File: src/hw/msp430_per_pkg.sv
// Shared peripheral bus types, register map enumeration and watchdog constants
`default_nettype none

package msp430_per_pkg;

  // ====================
  // Bus types
  // ====================
  typedef logic [15:0] per_word_t;           // Data word on every bus

  typedef struct packed {
    logic [13:0] addr;                       // Word address
    per_word_t   din;                        // Write data
    logic [1:0]  we;                         // Byte lane write enables
    logic        en;                         // Access strobe
  } per_req_t;

  // Decoded registers, also the bit index into the one-hot select
  typedef enum logic [3:0] {
    REG_IE1,                                 // SFR interrupt enable
    REG_IFG1,                                // SFR interrupt flags
    REG_WDTCTL,                              // Watchdog control
    REG_MPY,                                 // Unsigned multiply operand 1
    REG_MPYS,                                // Signed multiply operand 1
    REG_MAC,                                 // Multiply-accumulate operand 1
    REG_OP2,                                 // Operand 2, starts the operation
    REG_RESLO,                               // Result low word
    REG_RESHI,                               // Result high word
    REG_SUMEXT                               // Sign / carry extension
  } per_reg_e;

  localparam int NUM_REGS = 10;              // Entries in per_reg_e

  typedef struct packed {
    logic [NUM_REGS-1:0] sel;                // One-hot register select
    logic                rd;                 // Read strobe
    logic [1:0]          wr;                 // Write byte lanes
  } per_sel_t;

  // ====================
  // Watchdog
  // ====================
  localparam logic [7:0] WDT_PASSWORD = 8'h5A; // Required high byte on write
  localparam logic [7:0] WDT_READ_KEY = 8'h69; // High byte on read

  localparam int WDT_HOLD  = 7;              // Stop counter
  localparam int WDT_TMSEL = 4;              // 1 = interval mode
  localparam int WDT_CNTCL = 3;              // Counter clear, self clearing
  localparam int WDT_IS    = 0;              // Interval select, 2 bits from here

endpackage

`default_nettype wire
File: src/hw/msp430_per_top.sv
// Peripheral subsystem top: decoder, watchdog, multiplier and read bus on mclk
`timescale 1ns/1ps
`default_nettype none

module msp430_per_top import msp430_per_pkg::*; #(
  parameter logic [15:0] WDT_BASE      = 16'h0120, // WDTCTL byte address
  parameter logic [15:0] MPY_BASE      = 16'h0130, // MPY byte address
  parameter int          WDT_CNT_WIDTH = 16        // Watchdog counter width
) (
  input  logic      mclk,                     // Main clock
  input  logic      arst_n,                   // Async reset, active low
  input  per_req_t  per_req,                  // Peripheral bus request
  input  per_word_t ext_per_dout,             // External peripheral read word
  input  logic      wdt_irq_acc,              // Watchdog interrupt accepted
  output per_word_t per_dout,                 // Registered read data
  output logic      wdt_irq,                  // Watchdog interval interrupt
  output logic      wdt_reset                 // Watchdog reset pulse
);

  per_sel_t  per_sel;                         // Decoded access to peripherals
  per_word_t wdt_dout;
  per_word_t mpy_dout;

  // ====================
  // Input side
  // ====================
  msp430_per_decoder #(
    .WDT_BASE (WDT_BASE),
    .MPY_BASE (MPY_BASE)
  ) decoder (
    .per_req  (per_req),                      // Raw request
    .per_sel  (per_sel)                       // One-hot select and strobes
  );

  // ====================
  // Peripherals
  // ====================
  msp430_watchdog #(
    .WDT_CNT_WIDTH (WDT_CNT_WIDTH)
  ) watchdog (
    .mclk        (mclk),
    .arst_n      (arst_n),
    .per_sel     (per_sel),
    .per_din     (per_req.din),               // Write data straight from bus
    .wdt_irq_acc (wdt_irq_acc),
    .per_dout    (wdt_dout),
    .wdt_irq     (wdt_irq),
    .wdt_reset   (wdt_reset)
  );

  msp430_multiplier multiplier (
    .mclk        (mclk),
    .arst_n      (arst_n),
    .per_sel     (per_sel),
    .per_din     (per_req.din),
    .per_dout    (mpy_dout)
  );

  // ====================
  // Output side
  // ====================
  msp430_per_rdata per_rdata (
    .mclk        (mclk),
    .arst_n      (arst_n),
    .wdt_dout    (wdt_dout),
    .mpy_dout    (mpy_dout),
    .ext_dout    (ext_per_dout),              // Passed through when unmapped
    .per_dout    (per_dout)
  );

endmodule

`default_nettype wire

File: src/hw/msp430_per_rdata.sv
// Peripheral read bus merging all read words into one registered output
`timescale 1ns/1ps
`default_nettype none

module msp430_per_rdata import msp430_per_pkg::*; (
  input  logic      mclk,                     // Main clock
  input  logic      arst_n,                   // Async reset, active low
  input  per_word_t wdt_dout,                 // Watchdog and SFR read word
  input  per_word_t mpy_dout,                 // Multiplier read word
  input  per_word_t ext_dout,                 // External peripheral read word
  output per_word_t per_dout                  // Registered read data
);

  per_word_t dout_or;                         // Combined sources

  // ====================
  // Merge and register
  // ====================
  // Sources drive zero unless selected, so OR is the mux
  assign dout_or = wdt_dout | mpy_dout | ext_dout;

  always_ff @(posedge mclk or negedge arst_n) begin
    if (!arst_n) begin
      per_dout <= '0;
    end else begin
      per_dout <= dout_or;                    // Valid one cycle after the read
    end
  end

endmodule

`default_nettype wire

File: src/hw/msp430_multiplier.sv
// Hardware multiplier with MPY, MPYS and MAC modes and RESLO/RESHI/SUMEXT results
`timescale 1ns/1ps
`default_nettype none

module msp430_multiplier import msp430_per_pkg::*; (
  input  logic      mclk,                     // Main clock
  input  logic      arst_n,                   // Async reset, active low
  input  per_sel_t  per_sel,                  // Decoded access
  input  per_word_t per_din,                  // Write data
  output per_word_t per_dout                  // Read word, zero when not selected
);

  per_word_t          op1;                    // Operand 1
  per_word_t          op2;                    // Operand 2
  per_word_t          reslo;
  per_word_t          reshi;
  per_word_t          sumext;
  logic               op_signed;              // MPYS mode
  logic               op_acc;                 // MAC mode
  logic               calc_go;                // OP2 written last cycle
  logic               any_wr;
  logic               op1_wr;
  logic signed [16:0] op1_ext;                // Operands with mode sign bit
  logic signed [16:0] op2_ext;
  logic signed [33:0] product;
  logic [32:0]        acc_sum;                // Accumulate with carry
  logic [31:0]        res_nxt;                // Next RESHI:RESLO
  per_word_t          sumext_nxt;

  // ====================
  // Operand registers
  // ====================
  assign any_wr = |per_sel.wr;
  assign op1_wr = any_wr & (per_sel.sel[REG_MPY] | per_sel.sel[REG_MPYS] | per_sel.sel[REG_MAC]);

  always_ff @(posedge mclk) begin
    if (op1_wr)                           op1 <= per_din;
    if (any_wr && per_sel.sel[REG_OP2])   op2 <= per_din;
  end

  always_ff @(posedge mclk or negedge arst_n) begin
    if (!arst_n) begin
      op_signed <= 1'b0;
      op_acc    <= 1'b0;
      calc_go   <= 1'b0;
    end else begin
      if (op1_wr) begin
        op_signed <= per_sel.sel[REG_MPYS];
        op_acc    <= per_sel.sel[REG_MAC];
      end
      calc_go <= any_wr & per_sel.sel[REG_OP2]; // Compute on the next edge
    end
  end

  // ====================
  // Datapath
  // ====================
  assign op1_ext = {op_signed & op1[15], op1};
  assign op2_ext = {op_signed & op2[15], op2};
  assign product = op1_ext * op2_ext;         // 17x17 signed, exact
  assign acc_sum = {1'b0, reshi, reslo} + {1'b0, product[31:0]};
  assign res_nxt = op_acc ? acc_sum[31:0] : product[31:0];

  always_comb begin
    if (op_acc) begin
      sumext_nxt = {15'h0000, acc_sum[32]};   // MAC carry
    end else if (op_signed && product[33]) begin
      sumext_nxt = 16'hFFFF;                  // Negative signed product
    end else begin
      sumext_nxt = 16'h0000;
    end
  end

  // ====================
  // Result registers
  // ====================
  always_ff @(posedge mclk) begin
    if (calc_go) begin
      reslo  <= res_nxt[15:0];
      reshi  <= res_nxt[31:16];
      sumext <= sumext_nxt;
    end else begin
      if (any_wr && per_sel.sel[REG_RESLO]) reslo <= per_din; // MAC preload
      if (any_wr && per_sel.sel[REG_RESHI]) reshi <= per_din;
    end
  end

  // Result forwarded while it is being loaded
  always_comb begin
    per_dout = '0;
    if (per_sel.rd) begin
      if (per_sel.sel[REG_MPY] | per_sel.sel[REG_MPYS] | per_sel.sel[REG_MAC])
        per_dout = op1;
      if (per_sel.sel[REG_OP2])    per_dout = per_dout | op2;
      if (per_sel.sel[REG_RESLO])  per_dout = per_dout | (calc_go ? res_nxt[15:0] : reslo);
      if (per_sel.sel[REG_RESHI])  per_dout = per_dout | (calc_go ? res_nxt[31:16] : reshi);
      if (per_sel.sel[REG_SUMEXT]) per_dout = per_dout | (calc_go ? sumext_nxt : sumext);
    end
  end

endmodule

`default_nettype wire

File: src/hw/msp430_watchdog.sv
// Watchdog timer with WDTCTL, interval counter and the WDTIE / WDTIFG SFR bits
`timescale 1ns/1ps
`default_nettype none

module msp430_watchdog import msp430_per_pkg::*; #(
  parameter int WDT_CNT_WIDTH = 16            // Counter width, at least 10
) (
  input  logic      mclk,                     // Main clock
  input  logic      arst_n,                   // Async reset, active low
  input  per_sel_t  per_sel,                  // Decoded access
  input  per_word_t per_din,                  // Write data
  input  logic      wdt_irq_acc,              // Interrupt accepted
  output per_word_t per_dout,                 // Read word, zero when not selected
  output logic      wdt_irq,                  // Interval interrupt level
  output logic      wdt_reset                 // One-cycle reset request
);

  logic [7:0]               wdtctl;           // Low byte of WDTCTL
  logic                     wdtie;            // IE1 bit 0
  logic                     wdtifg;           // IFG1 bit 0
  logic [WDT_CNT_WIDTH-1:0] wdt_cnt;          // Interval counter
  logic [WDT_CNT_WIDTH-1:0] cnt_inc;          // Counter plus one
  logic                     ctl_wr;           // Any write to WDTCTL
  logic                     pw_ok;            // Password matches
  logic                     cnt_clr;          // CNTCL written
  logic                     cnt_run;          // Not held
  logic                     wdt_expire;       // Interval end this cycle
  logic                     ie_wr;            // IE1 low byte write
  logic                     ifg_wr;           // IFG1 low byte write
  logic                     ifg_set;
  logic                     ifg_clr;
  int                       tap_idx;          // Counter bit marking the interval

  // ====================
  // Control decode
  // ====================
  assign ctl_wr  = per_sel.sel[REG_WDTCTL] & (|per_sel.wr);
  assign pw_ok   = (per_din[15:8] == WDT_PASSWORD);
  assign cnt_clr = ctl_wr & pw_ok & per_din[WDT_CNTCL];
  assign cnt_run = ~wdtctl[WDT_HOLD];
  assign ie_wr   = per_sel.sel[REG_IE1] & per_sel.wr[0];
  assign ifg_wr  = per_sel.sel[REG_IFG1] & per_sel.wr[0];

  always_ff @(posedge mclk or negedge arst_n) begin
    if (!arst_n) begin
      wdtctl <= 8'h00;                        // Watchdog mode, running, longest
    end else if (ctl_wr && pw_ok) begin
      wdtctl            <= per_din[7:0];
      wdtctl[WDT_CNTCL] <= 1'b0;              // Always reads back zero
    end
  end

  // ====================
  // Interval counter
  // ====================
  assign cnt_inc = wdt_cnt + 1'b1;

  always_ff @(posedge mclk or negedge arst_n) begin
    if (!arst_n) begin
      wdt_cnt <= '0;
    end else if (cnt_clr) begin
      wdt_cnt <= '0;
    end else if (cnt_run) begin
      wdt_cnt <= cnt_inc;
    end
  end

  always_comb begin
    case (wdtctl[WDT_IS +: 2])
      2'd0:    tap_idx = WDT_CNT_WIDTH - 1;   // Longest interval
      2'd1:    tap_idx = WDT_CNT_WIDTH - 3;
      2'd2:    tap_idx = 9;                   // 512 cycles
      default: tap_idx = 6;                   // 64 cycles
    endcase
  end

  // Tap bit toggles once every 2**tap_idx counts
  assign wdt_expire = cnt_run & ~cnt_clr & (cnt_inc[tap_idx] ^ wdt_cnt[tap_idx]);

  // ====================
  // SFR bits and outputs
  // ====================
  assign ifg_set = wdt_expire | (ifg_wr & per_din[0]);
  assign ifg_clr = wdt_irq_acc | (ifg_wr & ~per_din[0]);

  always_ff @(posedge mclk or negedge arst_n) begin
    if (!arst_n) begin
      wdtie     <= 1'b0;
      wdtifg    <= 1'b0;
      wdt_reset <= 1'b0;
    end else begin
      if (ie_wr) wdtie <= per_din[0];
      if (ifg_set) begin
        wdtifg <= 1'b1;                       // Set wins over clear
      end else if (ifg_clr) begin
        wdtifg <= 1'b0;
      end
      // Bad password or watchdog-mode expiry
      wdt_reset <= (ctl_wr & ~pw_ok) | (wdt_expire & ~wdtctl[WDT_TMSEL]);
    end
  end

  assign wdt_irq = wdtctl[WDT_TMSEL] & wdtie & wdtifg; // Interval mode only

  always_comb begin
    per_dout = '0;
    if (per_sel.rd) begin
      if (per_sel.sel[REG_WDTCTL]) per_dout = {WDT_READ_KEY, wdtctl};
      if (per_sel.sel[REG_IE1])    per_dout = per_dout | {15'h0000, wdtie};
      if (per_sel.sel[REG_IFG1])   per_dout = per_dout | {15'h0000, wdtifg};
    end
  end

endmodule

`default_nettype wire

File: src/hw/msp430_per_decoder.sv
// Address decoder turning a peripheral bus request into one-hot register selects
`timescale 1ns/1ps
`default_nettype none

module msp430_per_decoder import msp430_per_pkg::*; #(
  parameter logic [15:0] WDT_BASE = 16'h0120, // WDTCTL byte address
  parameter logic [15:0] MPY_BASE = 16'h0130  // MPY byte address
) (
  input  per_req_t per_req,                   // Bus request
  output per_sel_t per_sel                    // Decoded access
);

  // ====================
  // Word addresses
  // ====================
  localparam logic [13:0] IE1_ADDR  = 14'h0000; // SFR words at the bottom
  localparam logic [13:0] IFG1_ADDR = 14'h0001;
  localparam logic [13:0] WDT_ADDR  = WDT_BASE[14:1]; // Byte to word
  localparam logic [13:0] MPY_ADDR  = MPY_BASE[14:1];

  logic [NUM_REGS-1:0] reg_hit;               // Address match per register

  // ====================
  // Address compare
  // ====================
  always_comb begin
    reg_hit = '0;
    reg_hit[REG_IE1]    = (per_req.addr == IE1_ADDR);
    reg_hit[REG_IFG1]   = (per_req.addr == IFG1_ADDR);
    reg_hit[REG_WDTCTL] = (per_req.addr == WDT_ADDR);
    // Multiplier block, MACS slot at +3 left unmapped
    reg_hit[REG_MPY]    = (per_req.addr == MPY_ADDR);
    reg_hit[REG_MPYS]   = (per_req.addr == MPY_ADDR + 14'd1);
    reg_hit[REG_MAC]    = (per_req.addr == MPY_ADDR + 14'd2);
    reg_hit[REG_OP2]    = (per_req.addr == MPY_ADDR + 14'd4);
    reg_hit[REG_RESLO]  = (per_req.addr == MPY_ADDR + 14'd5);
    reg_hit[REG_RESHI]  = (per_req.addr == MPY_ADDR + 14'd6);
    reg_hit[REG_SUMEXT] = (per_req.addr == MPY_ADDR + 14'd7);
  end

  // ====================
  // Strobes
  // ====================
  assign per_sel.sel = reg_hit & {NUM_REGS{per_req.en}}; // Nothing selected when idle
  assign per_sel.rd  = per_req.en & ~(|per_req.we);      // Read = enable without lanes
  assign per_sel.wr  = per_req.we & {2{per_req.en}};     // Lanes only with enable

endmodule

`default_nettype wire

File: config.mk
export PLATFORM = sky130hd
export DESIGN_NAME = msp430_per_top
export DESIGN_NICKNAME = d
export VERILOG_FILES = /design/src/hw/msp430_per_pkg.sv /design/src/hw/msp430_per_top.sv /design/src/hw/msp430_per_rdata.sv /design/src/hw/msp430_multiplier.sv /design/src/hw/msp430_watchdog.sv /design/src/hw/msp430_per_decoder.sv
export SDC_FILE = /design/constraint.sdc
export NUM_CORES = 1
export LEC_CHECK = 0
export BUFFER_PORTS_ARGS = -buffer_cell sky130_fd_sc_hd__buf_4
export CAP_MARGIN = 15
export CORE_MARGIN = 2
export CORE_UTILIZATION = 50
export CTS_CLUSTER_SIZE = 8
export DETAILED_ROUTE_END_ITERATION = 10
export PLACE_DENSITY = 0.69
export SYNTH_ARGS = -nofsm -noshare
export SYNTH_HDL_FRONTEND = slang
export SYNTH_SLANG_ARGS = --single-unit
File: constraint.sdc
create_clock -name mclk -period 7.4 [get_ports mclk]
set_input_delay 1.85 -clock mclk [delete_from_list [all_inputs] [get_ports mclk]]
set_output_delay 1.85 -clock mclk [all_outputs]
set_load 0.01 [all_outputs]
Word-level counts from Yosys, hierarchy flattened
Cells that the tools add are included.
Storage, ports and cells
  register bits after elaboration: 125
  output and inout bits: 18
  logic and storage cells: 120
  bits of input ports: 52
Cells by class
  reduce and logical (&&, ||, !) cells: 12
  mux-type cells: 37
  multipliers: 1
  equality and inequality tests: 13
  order comparisons: 1
  add/subtract/negate cells: 2
  bitwise logic cells: 40
Operators with widths (number)
  $mux W16: 26
  $eq A14 B8 Y1 const B: 8
  $or A16 B16 Y16: 6
  $mul A17 B17 Y34: 1
  $add A32 B32 Y33: 1
  $mux W32: 1
  $or A16 B1 Y16: 2
  $and A1 B1 Y1: 18
  $add A16 B1 Y16 const B: 1
  $mux W15: 1
  $eq A14 B1 Y1 const B: 1
  $logic_not A14 Y1: 1
  $pmux W4 S3: 1
  $and A10 B10 Y10: 1
  $bmux W1 S4: 2
  $eq A8 B7 Y1 const B: 1
  $mux W1: 6
  $not A1 Y1: 6
  $reduce_bool A2 Y1: 3
  $logic_and A1 B1 Y1: 5
  $lt A4 B5 Y1 const B: 1
  $or A1 B1 Y1: 5
  $reduce_or A2 Y1: 2
  $and A2 B2 Y2: 1
  other kinds (5): 5

Depth between registers and ports, before layout
  word-level depth: 20
  depth in mapped cells: 35
  depth with buffers taken out: 33

Modules after synthesis
From an unflattened synthesis, not the netlist that was laid out.
Second synthesis, totals
  cell total of the unflattened synthesis: 2057
  area total of the unflattened synthesis: 19195.9 um2
By module, submodules not included
  msp430_multiplier: sequential area each 2317.2 um2, area each 16784.8 um2, instances 1, cells an instance 1821
  msp430_watchdog: sequential area each 650.6 um2, area each 1719.1 um2, instances 1, cells an instance 178
  msp430_per_rdata: sequential area each 400.4 um2, area each 500.5 um2, instances 1, cells an instance 32
  msp430_per_decoder: sequential area each 0.0 um2, area each 191.4 um2, instances 1, cells an instance 26

Worst setup path after synthesis
Ideal clock, no wire load.
  path kind: register -> register
  start: reg multiplier.op1[15]
  end: reg per_rdata.per_dout[13]
  library setup time: 126 ps
  clock period less this slack: 7948 ps
  arrival time: 7822 ps
  stages on the path, launching flop included: 35
  buffers on the path: 3
  required time: 7274 ps
  path slack: -548 ps
  cells stage by stage: edfxtp_1 clkbuf_1 and2_1 clkbuf_1 nand2_1 inv_1 fa_1 inv_1 fa_1 inv_1 fa_1 fa_1 fa_1 inv_1 fa_1 inv_1 ha_1 a21oi_1 o21ai_0 a311oi_1 nand2_1 a21o_1 a21oi_1 xor2_1 inv_1 ha_1 clkbuf_1 a21o_1 a21oi_1 o21ai_0 nor3_1 or3_1 a311oi_2 nor2_1 o32a_1
On the way
  cells in the longest elaborated chain, start to end: 13
  elaborated cells on any way between the ends: 17
  those cells by class: 1 x add/sub; 1 x mul; 9 x mux; 5 x bitwise; 1 x reduce/logical
RTL lines
  start: declaration: RTL line msp430_multiplier.sv:13  | per_word_t op1;
  start signal: assignment: RTL line msp430_multiplier.sv:37  | if (op1_wr) op1 <= per_din;
  $and A1 B1 Y1: RTL line msp430_multiplier.sv:58  | assign op1_ext = {op_signed & op1[15], op1};
  $mul A17 B17 Y34 (*): RTL line msp430_multiplier.sv:60  | assign product = op1_ext * op2_ext;
  $add A32 B32 Y33: RTL line msp430_multiplier.sv:61  | assign acc_sum = {1'b0, reshi, reslo} + {1'b0, product[31:0]};
  $mux W32: RTL line msp430_multiplier.sv:62  | assign res_nxt = op_acc ? acc_sum[31:0] : product[31:0];
  $mux W16: RTL line msp430_multiplier.sv:96  | if (per_sel.sel[REG_RESHI]) per_dout = per_dout | (calc_go ? res_nxt[31:16] : reshi);
  $or A16 B16 Y16: RTL line msp430_multiplier.sv:96
  $mux W16: RTL line msp430_multiplier.sv:96
  $mux W16: RTL line msp430_multiplier.sv:91  | if (per_sel.rd) begin
  $or A16 B16 Y16: RTL line msp430_multiplier.sv:97  | if (per_sel.sel[REG_SUMEXT]) per_dout = per_dout | (calc_go ? sumext_nxt : sumext);
  $mux W16 (*): RTL line msp430_multiplier.sv:97
  $mux W16 (*): RTL line msp430_multiplier.sv:91
  $or A16 B16 Y16 (*) (2 in series): RTL line msp430_per_rdata.sv:20  | assign dout_or = wdt_dout | mpy_dout | ext_dout;
  via per_rdata.dout_or[13]: RTL line msp430_per_rdata.sv:14  | per_word_t dout_or;
  end signal: assignment: RTL line msp430_per_rdata.sv:26  | per_dout <= dout_or;
  end: declaration: RTL line msp430_per_rdata.sv:11  | output per_word_t per_dout
Mark *: on every way through the listed nets, which the timed path passes. The rest lies on a longest branch. The select of a mux whose other input is x is not followed.
A chain may end at the register's enable or synchronous reset.

Worst setup path in the final report
  start: reg multiplier.op2[7]
  end: reg per_rdata.per_dout[8]
On the way
  cells in the longest elaborated chain, start to end: 15
  elaborated cells on any way between the ends: 20
  those cells by class: 1 x add/sub; 1 x mul; 12 x mux; 5 x bitwise; 1 x reduce/logical
RTL lines
  start: declaration: RTL line msp430_multiplier.sv:14  | per_word_t op2;
  start signal: assignment: RTL line msp430_multiplier.sv:38  | if (any_wr && per_sel.sel[REG_OP2]) op2 <= per_din;
  $mul A17 B17 Y34 (*): RTL line msp430_multiplier.sv:60
  $add A32 B32 Y33: RTL line msp430_multiplier.sv:61
  $mux W32: RTL line msp430_multiplier.sv:62
  $mux W16: RTL line msp430_multiplier.sv:95  | if (per_sel.sel[REG_RESLO]) per_dout = per_dout | (calc_go ? res_nxt[15:0] : reslo);
  $or A16 B16 Y16: RTL line msp430_multiplier.sv:95
  $mux W16: RTL line msp430_multiplier.sv:95
  $mux W16: RTL line msp430_multiplier.sv:91
  $or A16 B16 Y16: RTL line msp430_multiplier.sv:96
  $mux W16: RTL line msp430_multiplier.sv:96
  $mux W16: RTL line msp430_multiplier.sv:91
  $or A16 B16 Y16: RTL line msp430_multiplier.sv:97
  $mux W16 (*): RTL line msp430_multiplier.sv:97
  $mux W16 (*): RTL line msp430_multiplier.sv:91
  $or A16 B16 Y16 (*) (2 in series): RTL line msp430_per_rdata.sv:20
  via per_rdata.dout_or[8]: RTL line msp430_per_rdata.sv:14
Marked as above.

==> key figures <==
Run status
  – Status: complete, but fails checks
  – Failing checks: setup timing

Yosys
  – Post-Synth Adder-Cell Area: 40.5%
  – Fraction of registers with async set/reset: 36.0%
  – Ys flop type: edfxtp_1
  – Seq/Total Area, Yosys: 18.3%
  – Post-synthesis instance total: 1974
  – Main combinational cell family by area after synthesis: adder cells
  – Mux cell area share after synthesis: 1.79%
  – Post-synthesis simple-gate area fraction: 15.4%
  – Post-synth EDFFs: 64
  – Post-synthesis xor/xnor area fraction: 3.90%
  – Mapped Area: 0.0184 mm²
  – Syn Area/Cell: 9.33 µm²
  – Mapped Nets: 2444
  – Compound-cell area share of the yosys netlist: 11.7%
  – Ys Warns: 0
  – Post-synthesis register bit count: 125
  – Netlist cell types: 71

Layout
  – Final core utilization: 64.2%
  – Layout area overhead: 26.9%
  – Commonest non-fill, non-tap cells in the layout: buf_4 (338), inv_1 (316), fa_1 (292), nand2_1 (210), and2_1 (135)
  – ANT cells: 0
  – Final Non-Filler Cells: 2781
  – Ratio of cells with drive above 1 in the final layout: 25.6%
  – Final nets: 2770
  – Most common cell after layout, fill and taps aside: buf_4

Min path
  – Hold path cells: 2
  – Hold_sp: multiplier.sumext[2]
  – Hold endpoint: multiplier.sumext[2]
  – Hold crit path type: flip-flop to flip-flop

GRT
  – All-Layer GR Usage: 31.2%
  – Pin count of the biggest net entering global routing: 54
  – First-pass GRT wire length: 92100 µm
  – Global route overflow: 0
  – Vias in the first global route: 16700
  – Antenna violations before repair: 0

Critical path
  – Slowest cell on crit path: fa_1
  – Largest stage delay, worst path: 560 ps
  – Crit Path Max Fanout: 4
  – Worst r2r dst: per_rdata.per_dout[8]
  – Buf+Inv Stages, Crit Path: 10
  – Worst EP arrival: 8120 ps
  – Cell mode on critical path: fa_1
  – Reg2Reg Launch Point: multiplier.op2[7]
  – Top cell family by delay on the critical path: adder cells
  – Startpoint Class: flip-flop
  – R2R cell count: 35
  – Reg2Reg Setup Slack: -430 ps
  – Worst Setup End Kind: flip-flop
  – Crit path kind: flip-flop to flip-flop
  – WP data required: 7700 ps

STA
  – Worst hold slack: 455 ps
  – RSZ-0062 raised after global routing: true
  – Crit path time final: 7830 ps
  – Fin crit share: 106%
  – F_max: 0.128 GHz
  – Sum Neg Setup Slack: -5840 ps
  – # setup viols final: 26
  – Setup ws final: -428 ps
  – Worst-margin pin slew: 1030 ps
  – Final hold violations: 0
  – Final Skew: 11.8 ps
  – Max-slew violations: 0
  – Worst slew margin: 30.9%

Clocking
  – CTS Root Cell: clkbuf_16
  – Clock transition at path regs: 60 ps
  – H-tree level count: 4
  – # hold bufs at CTS: 0
  – Clk_lat worst skew: 430 ps
  – Num CTS Buffers: 17
  – TritonCTS clock tree: built
  – Longest Clk Path Bufs: 2
  – TritonCTS Sinks: 125

Routing
  – DR WL/cell: 20.7 µm
  – Drt drc: 0
  – 1st-iter DRT viols: 1218
  – Post-DRT Antenna Nets: 0
  – First-pass DRT Iterations: 5
  – Vias per cell: 5.61
  – Routed WL: 57600 µm
  – Via count: 15600

Floorplan
  – Cell row count: 70
  – I/O pins: 70
  – Die X: 196 µm
  – Die height: 196 µm
  – Core area: 0.0364 mm²
  – Die area: 0.0384 mm²
  – Starting Density: 50.6%

Placement
  – Setup WS pre-CTS: -812 ps
  – Routability congestion estimate: 0.969
  – DP HPWL: 45700 µm
  – I/O Buffers: 69
  – Placed Cells incl. Taps: 2693

Power and ir drop
  – Leakage: 11.2 nW
  – Pwr/cell area: 73.0 mW/mm²
  – Maximum VDD drop: 148 µV

Flow run
  – Maxcap violations: 0
## power breakdown
group          internal, W  switching (W)
logic            0.0000619      0.0000740
clock network     0.000480       0.000351
registers         0.000736     0.00000338
## Yosys cell counts (7+ instances only)
library cell / number / area [µm²]
clkbuf_1: 65 / 244
nand2b_1: 12 / 75.1
o21ai_0: 59 / 295
a21o_1: 43 / 323
o211ai_1: 24 / 180
a22oi_1: 12 / 90.1
nor2b_1: 8 / 50.1
dfxtp_1: 16 / 320
and2_1: 142 / 888
or3_1: 7 / 43.8
mux2i_1: 15 / 150
edfxtp_1: 64 / 1920
and3_1: 17 / 106
o21a_1: 14 / 105
nand3_1: 30 / 150
inv_1: 332 / 1250
xor2_1: 26 / 228
nor3_1: 19 / 95.1
nand4_1: 12 / 75.1
mux2_2: 10 / 113
ha_1: 121 / 1510
xnor2_1: 56 / 490
a211oi_1: 12 / 90.1
fa_1: 297 / 5950
a21oi_1: 86 / 430
nor2_1: 101 / 379
nand2_1: 221 / 830
dfrtp_1: 45 / 1130
a31oi_1: 12 / 75.1
## stage by stage
stage | total power [W] | area (µm²)
global placement | 0.000872 | 21300
finish | 0.00171 | 23400
floorplan | 0.000799 | 18600
detailed placement | 0.000873 | 21300
CTS | 0.00170 | 22900
global route | 0.00175 | 23400
## flip-flops by register name, summed over array words and instances (netlist names)
signal and flops:
watchdog.wdt_reset 1, multiplier.reshi 16, multiplier.reslo 16, multiplier.op_acc 1, multiplier.calc_go 1, watchdog.wdtie 1
watchdog.wdt_cnt 16, multiplier.sumext 16, watchdog.wdtctl 7, per_rdata.per_dout 16, multiplier.op1 16, multiplier.op_signed 1
multiplier.op2 16, watchdog.wdtifg 1
## layer usage
metal,share of wire (%),wire length [µm],global-route usage (%),up-vias
li1,-,-,-,7041
met5,0,0,0,-
met3,6.2,3590,3.54,103
met1,43,24900,44.4,7895
met2,47,27200,50.5,576
met4,3.2,1860,9.60,0
## tightest hold or removal path, delay by kind of cell (launching register included)
| kind | cells | cell delay, ps |
|---|---|---|
| DFF | 1 | 300 |
| and+or+nand+nor | 2 | 120 |
## area by class of cell
class / count / area [µm²]
fillers: 2939 / 13000
inverters: 333 / 1250
multi-input cells: 1442 / 14500
flip-flops and latches: 125 / 3370
well taps: 468 / 586
clock inverters: 11 / 73.8
repair buffers: 381 / 3070
clock buffers: 21 / 493
## kinds of logic (layout without fill, tap and decap cells)
kind of cell               after synthesis  in the layout
and+or+nand+nor                        590            590
muxes                                   28             28
buffers and inverters                  407            746
adders and majority gates              418            418
xor gates and xnor gates                82             82
DFF                                    125            125
AOI/OAI and AO/OA                      324            324
## worst max-delay path by stage
stage / startpoint / endpoint / slack, ps / cells past startpoint
after floorplan: multiplier.op2[6] / per_rdata.per_dout[13] / -10 / 33
after global placement: multiplier.op1[13] / per_rdata.per_dout[14] / -970 / 30
after detailed placement: multiplier.op1[13] / per_rdata.per_dout[14] / -810 / 30
after CTS: multiplier.op2[5] / per_rdata.per_dout[13] / -260 / 32
after global routing: multiplier.op2[7] / per_rdata.per_dout[13] / -660 / 34
final: multiplier.op2[7] / per_rdata.per_dout[8] / -430 / 35
## what timing repair did
item | CTS | global route
endpoints found under the hold margin | 0 | 0
pin swaps | 86 | 60
cloned | 0 | 0
endpoints found under the setup margin | 28 | 34
gates resized for setup | 137 | 100
buffers inserted | 47 | 16
Power figures use the tool's default switching activity.
